===== src/source/outrun_cab_pkg.sv =====
// Cabinet inputs, board control register, controller and I/O group types
`default_nettype none

package outrun_cab_pkg;

    // Analog controller fitted to the cabinet
    typedef enum logic [2:0] {
        ctrl_dual_stick = 3'd0,
        ctrl_trigger    = 3'd1,
        ctrl_wheel      = 3'd2
    } ctrl_type_t;

    // ADC channel picked by the board control register
    typedef enum logic [2:0] {
        adc_wheel = 3'd0,
        adc_gas   = 3'd1,
        adc_brake = 3'd2
    } adc_ch_t;

    typedef struct packed {
        logic [7:0] joystick;  // Active low buttons
        logic [1:0] start;
        logic [1:0] coin;
        logic       service;
        logic       dip_test;
        logic [7:0] dipsw_a;
        logic [7:0] dipsw_b;
        ctrl_type_t ctrl_type;
    } cab_in_t;

    // Same bit layout as the old PPI port C
    typedef struct packed {
        logic [1:0] obj_cfg;   // Bit 1 to object engine, bit 0 to colour mixer
        logic       video_en;
        adc_ch_t    adc_ch;
        logic       spare;
        logic       snd_rstb;
    } board_ctrl_t;

    // I/O page groups, address bits 6:4
    typedef enum logic [2:0] {
        io_ctrl   = 3'd0,
        io_switch = 3'd1,
        io_adc    = 3'd3,
        io_toggle = 3'd7
    } io_group_t;

endpackage

`default_nettype wire


===== src/source/outrun_bus_pkg.sv =====
// Bus request, data word, chip select and mapper region types
`default_nettype none

package outrun_bus_pkg;

    typedef logic [15:0] word_t;

    // 68000 word address, A0 is carried by the data strobes
    typedef logic [23:1] bus_addr_t;

    typedef struct packed {
        logic       asn;   // Address strobe, active low
        logic [2:0] fc;    // Function code
        bus_addr_t  addr;
        logic       rnw;   // High for reads
        logic [1:0] dsn;   // {UDS, LDS}, active low
        word_t      wdata;
    } bus_req_t;

    // Mapper regions, CSS lines on the board
    typedef logic [2:0] region_idx_t;

    localparam region_idx_t reg_mem = 3'd0;
    localparam region_idx_t reg_scr = 3'd1;
    localparam region_idx_t reg_pal = 3'd2;
    localparam region_idx_t reg_obj = 3'd3;
    localparam region_idx_t reg_io  = 3'd4;
    localparam region_idx_t reg_sub = 3'd5;

    typedef logic [5:0] region_vec_t; // One bit per region, indexed as above

    typedef struct packed {
        logic rom;
        logic ram;
        logic char_ram;
        logic vram;
        logic obj;
        logic pal;
        logic io;
        logic sub;
    } chip_sel_t;

endpackage

`default_nettype wire

===== src/source/outrun_main_io.sv =====
// Main board I/O top with region decoder, cabinet I/O, ADC and read data mux
`default_nettype none
`timescale 1ns/1ps

module outrun_main_io
    import outrun_bus_pkg::*;
    import outrun_cab_pkg::*;
(
    input  wire         clk,
    input  wire         rst,
    input  bus_req_t    req,
    input  region_vec_t active,
    input  cab_in_t     cab,
    input  word_t       ana_a,     // Wheel or gas, depending on controller
    input  word_t       ana_b,
    input  word_t       ram_data,
    input  word_t       rom_data,
    input  word_t       char_data,
    input  word_t       pal_data,
    input  word_t       obj_data,
    input  word_t       sub_data,
    output chip_sel_t   cs,
    output board_ctrl_t ctrl,
    output logic        obj_toggle,
    output word_t       cpu_din
);

    logic       adc_wr;
    logic [7:0] adc_dout;
    logic [7:0] cab_dout;

    region_decode u_decode (
        .clk    (clk),
        .rst    (rst),
        .req    (req),
        .active (active),
        .cs     (cs)
    );

    cabinet_io u_cab (
        .clk        (clk),
        .rst        (rst),
        .req        (req),
        .io_sel     (cs.io),
        .cab        (cab),
        .adc_dout   (adc_dout),
        .ctrl       (ctrl),
        .adc_wr     (adc_wr),
        .obj_toggle (obj_toggle),
        .cab_dout   (cab_dout)
    );

    adc_mux u_adc (
        .clk       (clk),
        .rst       (rst),
        .adc_wr    (adc_wr),
        .ana_a     (ana_a),
        .ana_b     (ana_b),
        .adc_ch    (ctrl.adc_ch),
        .ctrl_type (cab.ctrl_type),
        .joystick  (cab.joystick),
        .adc_dout  (adc_dout)
    );

    data_bus_mux u_dbus (
        .clk       (clk),
        .rst       (rst),
        .cs        (cs),
        .ram_data  (ram_data),
        .rom_data  (rom_data),
        .char_data (char_data),
        .pal_data  (pal_data),
        .obj_data  (obj_data),
        .sub_data  (sub_data),
        .cab_dout  (cab_dout),
        .cpu_din   (cpu_din)
    );

endmodule

`default_nettype wire


===== src/source/data_bus_mux.sv =====
// Registered CPU read data selection by chip select priority
`default_nettype none
`timescale 1ns/1ps

module data_bus_mux
    import outrun_bus_pkg::*;
(
    input  wire        clk,
    input  wire        rst,
    input  chip_sel_t  cs,
    input  word_t      ram_data,  // Shared by work RAM and VRAM
    input  word_t      rom_data,
    input  word_t      char_data,
    input  word_t      pal_data,
    input  word_t      obj_data,
    input  word_t      sub_data,
    input  wire  [7:0] cab_dout,
    output word_t      cpu_din
);

    always_ff @(posedge clk or posedge rst) begin
        if (rst) begin
            cpu_din <= '0;
        end else if (cs.ram || cs.vram) begin
            cpu_din <= ram_data;
        end else if (cs.rom) begin
            cpu_din <= rom_data;
        end else if (cs.char_ram) begin
            cpu_din <= char_data;
        end else if (cs.pal) begin
            cpu_din <= pal_data;
        end else if (cs.obj) begin
            cpu_din <= obj_data;
        end else if (cs.sub) begin
            cpu_din <= sub_data;
        end else if (cs.io) begin
            cpu_din <= {8'hff, cab_dout}; // I/O chips sit on the low byte
        end else begin
            cpu_din <= 16'hffff;
        end
    end

endmodule

`default_nettype wire


===== src/source/adc_mux.sv =====
// Analog input latch and per-channel ADC conversion with button overrides
`default_nettype none
`timescale 1ns/1ps

module adc_mux
    import outrun_bus_pkg::*;
    import outrun_cab_pkg::*;
(
    input  wire        clk,
    input  wire        rst,
    input  wire        adc_wr,
    input  word_t      ana_a,
    input  word_t      ana_b,
    input  adc_ch_t    adc_ch,
    input  ctrl_type_t ctrl_type,
    input  wire  [7:0] joystick,
    output logic [7:0] adc_dout
);

    word_t lat_a;
    word_t lat_b;

    // Signed high byte folded to 8 bits, LSB copied from bit 14
    function automatic logic [7:0] hi_byte(input word_t w);
        return {w[14:8], w[14]};
    endfunction

    always_ff @(posedge clk or posedge rst) begin
        if (rst) begin
            lat_a <= '0;
            lat_b <= '0;
        end else if (adc_wr) begin
            lat_a <= ana_a;
            lat_b <= ana_b;
        end
    end

    always_comb begin
        adc_dout = 8'hff;
        case (adc_ch)
            adc_wheel: begin
                adc_dout = lat_a[7:0] ^ 8'h80; // Centre at 80h
                if (!joystick[0]) adc_dout = 8'he0;
                if (!joystick[1]) adc_dout = 8'h20; // Right wins over left
            end
            adc_gas: begin
                case (ctrl_type)
                    ctrl_dual_stick: adc_dout = lat_b[15] ? ~hi_byte(lat_b) : 8'h00;
                    ctrl_trigger:    adc_dout = lat_b[7] ? 8'h00 : {lat_b[6:0], lat_b[6]};
                    ctrl_wheel:      adc_dout = lat_a[15] ? ~hi_byte(lat_a) : 8'h00;
                    default:         adc_dout = 8'h00;
                endcase
                if (!joystick[4]) adc_dout = 8'hff; // Full throttle button
            end
            adc_brake: begin
                case (ctrl_type)
                    ctrl_dual_stick, ctrl_trigger: adc_dout = lat_b[15] ? 8'h00 : hi_byte(lat_b);
                    ctrl_wheel: adc_dout = lat_b[15] ? ~hi_byte(lat_b) : 8'h00;
                    default:    adc_dout = 8'h00;
                endcase
                if (!joystick[5]) adc_dout = 8'hff;
            end
            default: adc_dout = 8'hff;
        endcase
    end

endmodule

`default_nettype wire


===== src/source/cabinet_io.sv =====
// Cabinet I/O page with switch read mux, ADC strobe and board control register
`default_nettype none
`timescale 1ns/1ps

module cabinet_io
    import outrun_bus_pkg::*;
    import outrun_cab_pkg::*;
(
    input  wire         clk,
    input  wire         rst,
    input  bus_req_t    req,
    input  wire         io_sel,
    input  cab_in_t     cab,
    input  wire  [7:0]  adc_dout,
    output board_ctrl_t ctrl,
    output logic        adc_wr,
    output logic        obj_toggle,
    output logic [7:0]  cab_dout
);

    localparam logic [1:0] ctrl_reg = 2'd2; // Port C of the old PPI

    localparam board_ctrl_t ctrl_reset = '{
        obj_cfg:  2'b00,
        video_en: 1'b1,
        adc_ch:   adc_wheel,
        spare:    1'b0,
        snd_rstb: 1'b1
    };

    io_group_t  group;
    logic [1:0] reg_sel;
    logic       low_write;

    assign group     = io_group_t'(req.addr[6:4]);
    assign reg_sel   = req.addr[2:1];
    assign low_write = io_sel && !req.rnw && !req.dsn[0];

    always_ff @(posedge clk or posedge rst) begin
        if (rst) begin
            ctrl <= ctrl_reset;
        end else if (low_write && group == io_ctrl && reg_sel == ctrl_reg) begin
            ctrl <= req.wdata[7:0];
        end
    end

    assign adc_wr     = io_sel && group == io_adc && !req.rnw; // Starts a conversion
    assign obj_toggle = io_sel && group == io_toggle;          // Object buffer swap

    always_comb begin
        cab_dout = 8'hff; // Open bus
        if (io_sel) begin
            case (group)
                io_ctrl: if (reg_sel == ctrl_reg) cab_dout = ctrl;
                io_switch: begin
                    case (reg_sel)
                        2'd0: cab_dout = {cab.coin, ~cab.joystick[7], cab.joystick[6],
                                          cab.start[0], cab.service, cab.dip_test, 1'b1};
                        2'd2: cab_dout = cab.dipsw_a;
                        2'd3: cab_dout = cab.dipsw_b;
                        default: cab_dout = 8'hff;
                    endcase
                end
                io_adc: cab_dout = adc_dout;
                default: cab_dout = 8'hff;
            endcase
        end
    end

endmodule

`default_nettype wire


===== src/source/region_decode.sv =====
// Registered chip select decoder driven by the mapper region bits
`default_nettype none
`timescale 1ns/1ps

module region_decode
    import outrun_bus_pkg::*;
(
    input  wire         clk,
    input  wire         rst,
    input  bus_req_t    req,
    input  region_vec_t active,
    output chip_sel_t   cs
);

    chip_sel_t cs_next;
    logic      bus_valid;
    logic      any_strobe;
    logic      ram_page;

    // Interrupt acknowledge cycles (FC 7) select nothing
    assign bus_valid  = !req.asn && req.fc != 3'd7;
    assign any_strobe = req.dsn != 2'b11;
    assign ram_page   = req.addr[18:17] == 2'b11; // Work RAM at $60000 in the memory region

    always_comb begin
        cs_next = '0;
        if (bus_valid) begin
            cs_next.rom      = active[reg_mem] && !ram_page;
            cs_next.ram      = active[reg_mem] && ram_page && any_strobe;
            cs_next.char_ram = active[reg_scr] && req.addr[16];
            cs_next.vram     = active[reg_scr] && !req.addr[16] && any_strobe;
            cs_next.obj      = active[reg_obj];
            cs_next.pal      = active[reg_pal];
            cs_next.io       = active[reg_io];
            cs_next.sub      = active[reg_sub];
        end
    end

    // One edge of latency, clears on the edge after asn rises
    always_ff @(posedge clk or posedge rst) begin
        if (rst) begin
            cs <= '0;
        end else begin
            cs <= cs_next;
        end
    end

endmodule

`default_nettype wire


===== config.mk =====
export PLATFORM = sky130hd
export DESIGN_NAME = outrun_main_io
export DESIGN_NICKNAME = d
export VERILOG_FILES = /design/src/source/outrun_cab_pkg.sv /design/src/source/outrun_bus_pkg.sv /design/src/source/outrun_main_io.sv /design/src/source/data_bus_mux.sv /design/src/source/adc_mux.sv /design/src/source/cabinet_io.sv /design/src/source/region_decode.sv
export SDC_FILE = /design/constraint.sdc
export NUM_CORES = 1
export LEC_CHECK = 0
export ABC_CLOCK_PERIOD_IN_PS = 2100
export BUFFER_PORTS_ARGS = -buffer_cell sky130_fd_sc_hd__buf_2
export CAP_MARGIN = 10
export CORE_MARGIN = 5
export CORE_UTILIZATION = 39
export CTS_CLUSTER_SIZE = 20
export DETAILED_ROUTE_END_ITERATION = 16
export PLACE_DENSITY = 0.77
export SYNTH_ARGS = -nofsm -noshare
export SYNTH_HDL_FRONTEND = slang
export SYNTH_SLANG_ARGS = --single-unit

===== constraint.sdc =====
create_clock -name clk -period 2.1 [get_ports clk]
set_clock_uncertainty 0.15 [all_clocks]
set_input_delay 0.42 -clock clk [delete_from_list [all_inputs] [get_ports clk]]
set_output_delay 0.42 -clock clk [all_outputs]
set_load 0.1 [all_outputs]

After elaboration in Yosys (flattened, before gate mapping) --
Cells that the tools add are included.
Word-level totals: register bits 64, word-level logic and storage cells 79, bits of input ports 215
Operators by class: reductions and logical operators 25, bitwise operators 4, mux-type cells 22, equal/unequal tests 12
Operators with widths (number):
- two-way mux 16 bit | 6
- one-hot mux 8 bit (3 select lines) | 4
- two-way mux 8 bit | 11
- inverter 8 bit | 2
- one-hot mux 8 bit (2 select lines) | 1
- logical AND 1 bit | 14
- equality test 3 x 1 -> 1 bit (second input constant) | 3
- equality test 3 x 2 -> 1 bit (second input constant) | 3
- zero test 3 bit | 3
- equality test 2 bit (second input constant) | 3
- zero test 1 bit | 5
- equality test 3 bit (second input constant) | 1
- != test 3 bit (second input constant) | 1
- zero test 2 bit | 1
- != test 2 bit (second input constant) | 1
- inverter 1 bit | 2
- OR reduction 2 bit | 1
- logical OR 1 bit | 1

Depth between registers and ports, before layout --
Gate-level depths: netlist of the first run.
word-level depth 13, depth in mapped cells 7, mapped depth without buffers 5

By module --
From an unflattened synthesis of the first run, not the netlist that was laid out.
Unflattened totals: cell total of the unflattened synthesis 422, area, all modules 4132.7 sq um
By module, submodules not included:
- adc_mux | cells each 145, seq. area each 800.8 sq um, area each 1674.1 sq um, instances 1
- data_bus_mux | cells each 176, seq. area each 400.4 sq um, area each 1440.1 sq um, instances 1
- cabinet_io | cells each 81, seq. area each 202.7 sq um, area each 716.9 sq um, instances 1
- region_decode | cells each 20, seq. area each 200.2 sq um, area each 301.5 sq um, instances 1

Worst setup path after synthesis of the first run --
OpenSTA, ideal clock, no wires.
path type reg-to-reg, start point register u_cab.ctrl[3] (netlist name), end point register u_dbus.cpu_din[2], period minus slack after synthesis 2.497 ns, arrival time 2.212 ns, stages on the path, launching flop included 7, path slack -0.397 ns, cell sequence dfrtp_1 > buf_2 > nor2_1 > and3_1 > and2_1 > a2111oi_1 > o211ai_1
On the way: longest elaborated chain between the ends 10
Ends and longest elaborated chain:
- equality test 3 x 2 -> 1 bit, or another cell as far along | line adc_mux.sv:40 | case (adc_ch)
- one-hot mux 8 bit (3 select lines) (*) | line adc_mux.sv:40
- one-hot mux 8 bit (3 select lines) (*) | line cabinet_io.sv:53 | case (group)
- two-way mux 8 bit (*) | line data_bus_mux.sv:36 | end else if (cs.io) begin
- two-way mux 16 bit (*) | line data_bus_mux.sv:34 | end else if (cs.sub) begin
- two-way mux 16 bit (*) | line data_bus_mux.sv:32 | end else if (cs.obj) begin
- two-way mux 16 bit (*) | line data_bus_mux.sv:30 | end else if (cs.pal) begin
- two-way mux 16 bit (*) | line data_bus_mux.sv:28 | end else if (cs.char_ram) begin
- two-way mux 16 bit (*) | line data_bus_mux.sv:26 | end else if (cs.rom) begin
- two-way mux 16 bit (*) | line data_bus_mux.sv:24 | end else if (cs.ram || cs.vram) begin
- end signal: assignment | line data_bus_mux.sv:25 | cpu_din <= ram_data;
- end signal: assignment | line data_bus_mux.sv:27 | cpu_din <= rom_data;
- end signal: assignment | line data_bus_mux.sv:29 | cpu_din <= char_data;
- end: declaration | line data_bus_mux.sv:18 | output word_t cpu_din
Mark *: on every way between the ends. The rest lies on a longest branch, timed or not. A chain may end at the register's enable or synchronous reset.

Final worst setup path of the first run --
start point register u_decode.cs[0] (netlist name), end point register u_dbus.cpu_din[3]
On the way: longest elaborated chain between the ends 6
Ends and longest elaborated chain (line):
- two-way mux 16 bit | data_bus_mux.sv:34
- two-way mux 16 bit | data_bus_mux.sv:32
- two-way mux 16 bit | data_bus_mux.sv:30
- two-way mux 16 bit | data_bus_mux.sv:28
- two-way mux 16 bit | data_bus_mux.sv:26
- two-way mux 16 bit | data_bus_mux.sv:24
No other way between the ends.

==> results of run 1 <==
[metrics by stage]
stage | setup TNS (ps) | power, W
floorplan | -120.7 | 0.002411
global placement | -528.9 | 0.002833
detailed placement | -810.6 | 0.002868
CTS | -23.85 | 0.004126
global route | -231.4 | 0.004285
finish | -41.09 | 0.004108
[power breakdown]
| part | switching (W) | leakage, nW | internal, W |
|---|---|---|---|
| logic | 0.000868 | 1.91 | 0.000456 |
| clock network | 0.000535 | 0.117 | 0.000707 |
| registers | 0.000123 | 0.782 | 0.00142 |
[synthesized netlist by cell type, types with 2 or more instances]
cell type,count,area share
a2111o_1,3,0.0086
a2111oi_2,2,0.0076
a211o_1,4,0.0089
a211oi_1,4,0.0076
a21oi_1,20,0.025
a221o_1,2,0.0051
a221oi_1,2,0.0045
a2bb2oi_1,4,0.0089
a311o_1,3,0.0076
a31oi_1,9,0.014
and2_1,6,0.0096
and3_1,14,0.022
and3b_1,2,0.0045
and4bb_2,2,0.0064
buf_2,11,0.014
buf_4,2,0.0038
clkbuf_1,14,0.013
dfrtp_1,62,0.40
dfstp_2,2,0.013
inv_1,9,0.0086
mux2_2,38,0.11
mux2i_1,8,0.020
nand2_1,32,0.031
nand2b_1,12,0.019
nand3_1,14,0.018
nand3b_1,3,0.0057
nand4_1,2,0.0032
nor2_1,19,0.018
nor2b_1,3,0.0048
nor3_1,10,0.013
nor3b_1,4,0.0076
o211ai_1,13,0.025
o21ai_0,35,0.045
o221ai_1,4,0.0089
o22ai_1,11,0.018
[routing by layer]
metal | wire (µm) | part of all wire | vias to the layer above | global-route usage
met5 | 0 | 0 | - | 0
met4 | 299 | 0.019 | 0 | 0.08004
met3 | 1382 | 0.090 | 24 | 0.05999
met2 | 7598 | 0.50 | 236 | 0.4207
met1 | 6068 | 0.40 | 2096 | 0.3007
li1 | - | - | 2059 | -
[worst paths after layout]
kind                                            to  slack [ps]
worst max-delay path             u_dbus.cpu_din[3]         -30
worst min-delay path                u_decode.cs[1]         120
worst max register to register   u_dbus.cpu_din[3]         -30
worst min register to register     u_adc.lat_a[13]         360
max in group asynchronous           u_decode.cs[2]         820
min in group asynchronous       u_dbus.cpu_din[15]         420
[what timing repair did]
action	in CTS	in global routing
hold buffers	1	0
pin swaps	2	1
buffers inserted	1	0
endpoints found under the setup margin	4	7
gates resized for setup	7	5
hold endpoints to repair	8	0
[cell usage in the layout (no fill, tap or decap), drive strengths merged, types with 3 or more instances in the layout]
master | netlist | layout
buf | 13 | 262
dfrtp | 62 | 62
mux2 | 38 | 38
o21ai | 35 | 35
nand2 | 32 | 32
nor2 | 21 | 21
a21oi | 20 | 20
and3 | 14 | 14
nand3 | 14 | 14
o211ai | 13 | 13
nand2b | 12 | 12
o22ai | 11 | 11
clkbuf | 14 | 10
nor3 | 10 | 10
a31oi | 9 | 9
mux2i | 8 | 8
inv | 9 | 8
and2 | 6 | 6
a211o | 5 | 5
nor3b | 4 | 4
a2bb2oi | 4 | 4
a211oi | 4 | 4
o221ai | 4 | 4
a2111oi | 4 | 4
nor2b | 3 | 3
nand3b | 3 | 3
a311o | 3 | 3
a2111o | 3 | 3
or4b | 3 | 3
clkinv | 0 | 3
[cells by family after synthesis]
logic type             after synthesis
muxes                               46
AOI/OAI and AO/OA                  132
buffers and inverters               36
and+or+nand+nor                    134
DFF                                 64
[final cells by class]
cell class	count	share of cell area
multi-input cells	312	0.3860
flip-flops and latches	64	0.2835
repair buffers	263	0.2547
well taps	133	0.02888
clock buffers	10	0.02388
clock inverters	6	0.01585
inverters	9	0.007165
[worst max-delay path, cell delays in order (launching register included)]
cell and delay, ps:
dfrtp_4 470, or4b_4 560, a211o_4 320, buf_6 140
a2111oi_4 210, o211ai_1 130
==> impl_metrics.toml, run 1 <==
[status]
status = "finished, violations left"
violations = "negative setup slack"

[yosys]
syn-num-nets = 627
yosys_warnings = 0
synth_seq_cells = 64
syn_area_um2 = 3926
yosys.area_share.xor_xnor = 0
synth_flop_cell = "dfrtp_1"
synth_top_family_by_area = "compound AO/OA/AOI/OAI gates"
synth_adder_area_share = 0
syn_area_per_cell_um2 = 9.530
synth-edff-count = 0
synthSimpleGateAreaFrac = 0.1893
ys_seq_area_frac = 0.4085
netlist_instances = 412
synth_cell_types = 62
synthArstFlopShare = 1.000
synth_compound_area_frac = 0.2330
synth_mux_area_frac = 0.1294

[sta]
setup_viol = 3
period_needed_ps = 2126
finalHoldViolations = 0
hold_slack_ps = 122.5
slew_violations = 0
fin_crit_sh = 1.013
finalWorstSetupSlack_ps = -26.35
maxSlewHeadroom = 0.6645
rsz0062_at_grt = "yes"
tightest_slew_ps = 506.8
timing.fmax_mhz = 470.3

[floorplan]
die_y_um = 110.3
ioPinCount = 248
core_um2 = 9774
start_util = 0.4017
core.rowCount = 36
die_w_um = 110.3
die-area_um2 = 12170

[global_route]
grt_usage = 0.2446
grt_max_degree = 39
overflow = 0
first_global_vias = 4582
grt_pass1_wl_mm = 22.61
antenna_found_initial = 0

[route]
drt_iter0_markers = 290
firstDrtPassIters = 5
vias = 4415
via_per_inst = 5.540
wirelength_mm = 15.35
final_antenna_net_count = 0
remaining_drc_errors = 0
wl_per_cell_um = 19.26

[power]
leakage_nw = 2.812
ir_worst_vdd_v = 0.0005009
p_per_area_nw_per_um2 = 712.7

[clock_tree]
cts_tree = "built"
cts_buffers = 9
root_buffer = "clkbuf_8"
cts_htree_levels = 3
cts.sink_count = 64
clk_path_buf_depth = 2
clkLatencyLatePin_ps = 350
clk_pin_slew_ps = 80

[final_layout]
diodes = 0
largestRegisters = "u_adc.lat_a x16, u_adc.lat_b x16, u_dbus.cpu_din x16"
postLayoutCoreUtil = 0.5896
drive_gt1_frac = 0.5301
design_area_um2 = 5763
fill_cells = 888
seqCellArea_um2 = 1634
syn_to_final_growth_pct = 46.78
multi_input_area_um2 = 2225
fin_nets = 874
stdcell_count = 797

[worst_setup_path]
r2r_start = "u_decode.cs[0]"
reg2regPathDepth = 5
setup.worst_path.start_class = "flip-flop"
path_class = "reg2reg"
required_ps = 2160
crit_fanout = 4
cp-end-kind = "flip-flop"
cp_data_arrival_time_ps = 2190
setup.worst_path.start = "u_decode.cs[0]"

[place]
dpl_worst_slack_ps = -200.2
place_inst = 779
routabilityCongestion = 0.9430
port_buffers = 221
placed_cell_area_um2 = 5463
place_hpwl_mm = 12.28

[worst_hold_path]
hp-start = "active[4]"
holdPathStages = 2
hold_class = "in2reg"

[run]
maxCapViolations = 0
(Power assumes the default switching activity.)
==> inputs of run 2 (changes only) <==
--- a/config.mk
+++ b/config.mk
@@ -9,10 +9,11 @@
 export BUFFER_PORTS_ARGS = -buffer_cell sky130_fd_sc_hd__buf_2
 export CAP_MARGIN = 10
 export CORE_MARGIN = 5
-export CORE_UTILIZATION = 39
+export CORE_UTILIZATION = 40
 export CTS_CLUSTER_SIZE = 20
 export DETAILED_ROUTE_END_ITERATION = 16
-export PLACE_DENSITY = 0.77
+export PLACE_DENSITY = 0.78
 export SYNTH_ARGS = -nofsm -noshare
 export SYNTH_HDL_FRONTEND = slang
+export SYNTH_HIERARCHICAL = 1
 export SYNTH_SLANG_ARGS = --single-unit
==> run 2 against run 1 <==
  * The flow still finishes with violations (negative setup slack)
  * Final cell count increased by 0.75%
  * Sequential cell count unchanged
  * Register-to-register slack worse by 250 ps
  * Critical path depth grew 5
  * Maximum frequency down 11%
  * Wire length is essentially flat
  * Cell area up 6.3%
  * Synthesized cell count is 2.4% higher
  * Total power is 0.17% higher
  * Core utilization increased by 1.2 points
  * Combinational power is essentially flat
  * Sequential power barely moved
==> impl_metrics.toml, run 2 <==
[sta]
rsz0062_at_grt = "yes"
slew_violations = 0
timing.fmax_mhz = 420.7
finalHoldViolations = 0
fin_crit_sh = 1.132
tightest_slew_ps = 658.7
setup_viol = 8
tns_ps = -1838
hold_slack_ps = 116.3
finalWorstSetupSlack_ps = -277.0
period_needed_ps = 2377
maxSlewHeadroom = 0.5604

[run]
maxCapViolations = 0

[yosys]
yosys-top-cells-area = "dfrtp_1 38%, mux2_1 11%, o21ai_0 5.9%, nor3b_1 2.7%, a21oi_1 2.3%"
syn_area_um2 = 4133
yosysMostFrequentCell = "dfrtp_1"
synth-edff-count = 0
syn_area_per_cell_um2 = 9.793
synth.largest_area_cell = "dfrtp_1"
synth_seq_cells = 64
syn-num-nets = 637
netlist_instances = 422
synth_cell_types = 62
synth_flop_cell = "dfrtp_1"
ys_seq_area_frac = 0.3881
synth_commonest_cells = "62 x dfrtp_1, 49 x o21ai_0, 39 x mux2_1, 19 x a21oi_1, 18 x nand2_1"
netlist.area_leader.share = 0.3754
yosys_warnings = 6
synthArstFlopShare = 1.000

[floorplan]
die-area_um2 = 12460
ioPinCount = 248
start_util = 0.4058
die_y_um = 111.6
die_w_um = 111.6
core_um2 = 10180
core.rowCount = 37

[clock_tree]
cts_htree_levels = 3
clk_pin_slew_ps = 80
clk_path_buf_depth = 2
cts_tree = "built"
cts_buffers = 9
cts.sink_count = 64
clkLatencyLatePin_ps = 360
root_buffer = "clkbuf_8"

[worst_setup_path]
r2r_slack_ps = -280
crit_end = "u_dbus/cpu_din[3]"
setup.worst_path.start = "u_cab/ctrl[2]"
cp-end-kind = "flip-flop"
crit_fanout = 7
setup.worst_path.start_class = "flip-flop"
crit_family = "simple AND/OR/NAND/NOR gates"
r2r-end = "u_dbus/cpu_din[3]"
cp_num_cells = 10
crit_path_cell_trace = "buf_4 -> nand2_1 -> nand2_2 -> a21oi_2 -> o211ai_1 -> o21ai_1 -> nand4_1 -> or4b_4 -> o2111ai_2 -> a31oi_1"
cp_slowest_stage_delay_ps = 540
r2r_start = "u_cab/ctrl[2]"
cp_data_arrival_time_ps = 2450
required_ps = 2170
path_buf_inv = 1
path_class = "reg2reg"
slowest_stage = "dfrtp_4"
reg2regPathDepth = 10

[route]
final_antenna_net_count = 0
wl_per_cell_um = 19.11
remaining_drc_errors = 0
via_per_inst = 5.547
drt_iter0_markers = 380
vias = 4454
wirelength_mm = 15.35
firstDrtPassIters = 5

[power]
p_per_area_nw_per_um2 = 671.9
leakage_nw = 2.868
ir_worst_vdd_v = 0.0004864
finalPower_w = 0.004115

[place]
port_buffers = 221
placed_cell_area_um2 = 5678
place_hpwl_mm = 12.42
routabilityCongestion = 0.9253
dpl_worst_slack_ps = -584.6

[status]
status = "finished, violations left"
violations = "negative setup slack"

[final_layout]
final_cell_mix = "213 x buf_2, 56 x dfrtp_1, 40 x o21ai_0, 39 x mux2_1, 31 x buf_4"
fill_cells = 882
largestRegisters = "u_adc/lat_a x16, u_adc/lat_b x16, u_dbus/cpu_din x16"
drive_gt1_frac = 0.5090
syn_to_final_growth_pct = 48.17
fin_nets = 875
design_area_um2 = 6123
final_common_cell = "buf_2"

[global_route]
grt_max_degree = 38
antenna_found_initial = 3
first_global_vias = 4461
grt_pass1_wl_mm = 23.57
overflow = 0
grt_usage = 0.2386

[worst_hold_path]
hold_class = "in2reg"
[run 2: metrics by stage]
step                      instances  utilization
after floorplan                 422            -
after global placement          782       0.5575
after detailed placement        782       0.5575
after CTS                       799       0.5929
after global routing            803       0.6012
final                           803       0.6012
[run 2: power by group]
part,internal (W),leakage [nW],switching (W)
logic,0.000488,1.96,0.000857
clock network,0.000725,0.112,0.000487
registers,0.00141,0.792,0.000145
[run 2: how the worst min path moves through the flow]
| stage | to | start | cells after the start | slack, ps |
|---|---|---|---|---|
| 4_1_cts | u_cab/ctrl[6] | req[6] | 2 | 100 |
| 3_3_place_gp | u_cab/ctrl[1] | rst | 2 | 290 |
| 3_5_place_dp | u_decode/cs[1] | rst | 2 | 280 |
| 6_report | u_cab/ctrl[6] | req[6] | 2 | 120 |
| 2_1_floorplan | u_cab/ctrl[1] | rst | 1 | 80 |
| 5_1_grt | u_adc/lat_a[9] | ana_a[9] | 2 | 110 |
[run 2: cells by family after synthesis]
family,after synthesis,share of synthesized area
AO/OA/AOI/OAI,141,0.2286
AND/OR/NAND/NOR,131,0.2113
flip-flops,64,0.3881
multiplexers,48,0.1284
buffers and inverters,38,0.04360
[run 2: area by class of cell]
class,count,area [µm²],share of cell area
multi-input cells,320,2560,0.4181
clock buffers,12,155.1,0.02534
diodes,3,7.507,0.001226
clock inverters,3,65.06,0.01063
repair buffers,257,1514,0.2472
flip-flops and latches,64,1622,0.2648
well taps,136,170.2,0.02779
inverters,8,30.03,0.004904
[run 2: metal layers]
metal / global-route usage / wire (µm) / vias to the layer above
li1: - / - / 2089
met3: 0.06957 / 1128 / 30
met1: 0.2940 / 6086 / 2132
met5: 0 / 0 / -
met2: 0.3953 / 7713 / 203
met4: 0.09084 / 419 / 0
[run 2: what timing repair did]
action	in CTS	in global routing
endpoints found under the hold margin	14	0
gates resized for setup	27	19
setup endpoints to repair	11	10
hold buffers	1	0
setup buffers	1	1
pin swaps	29	17
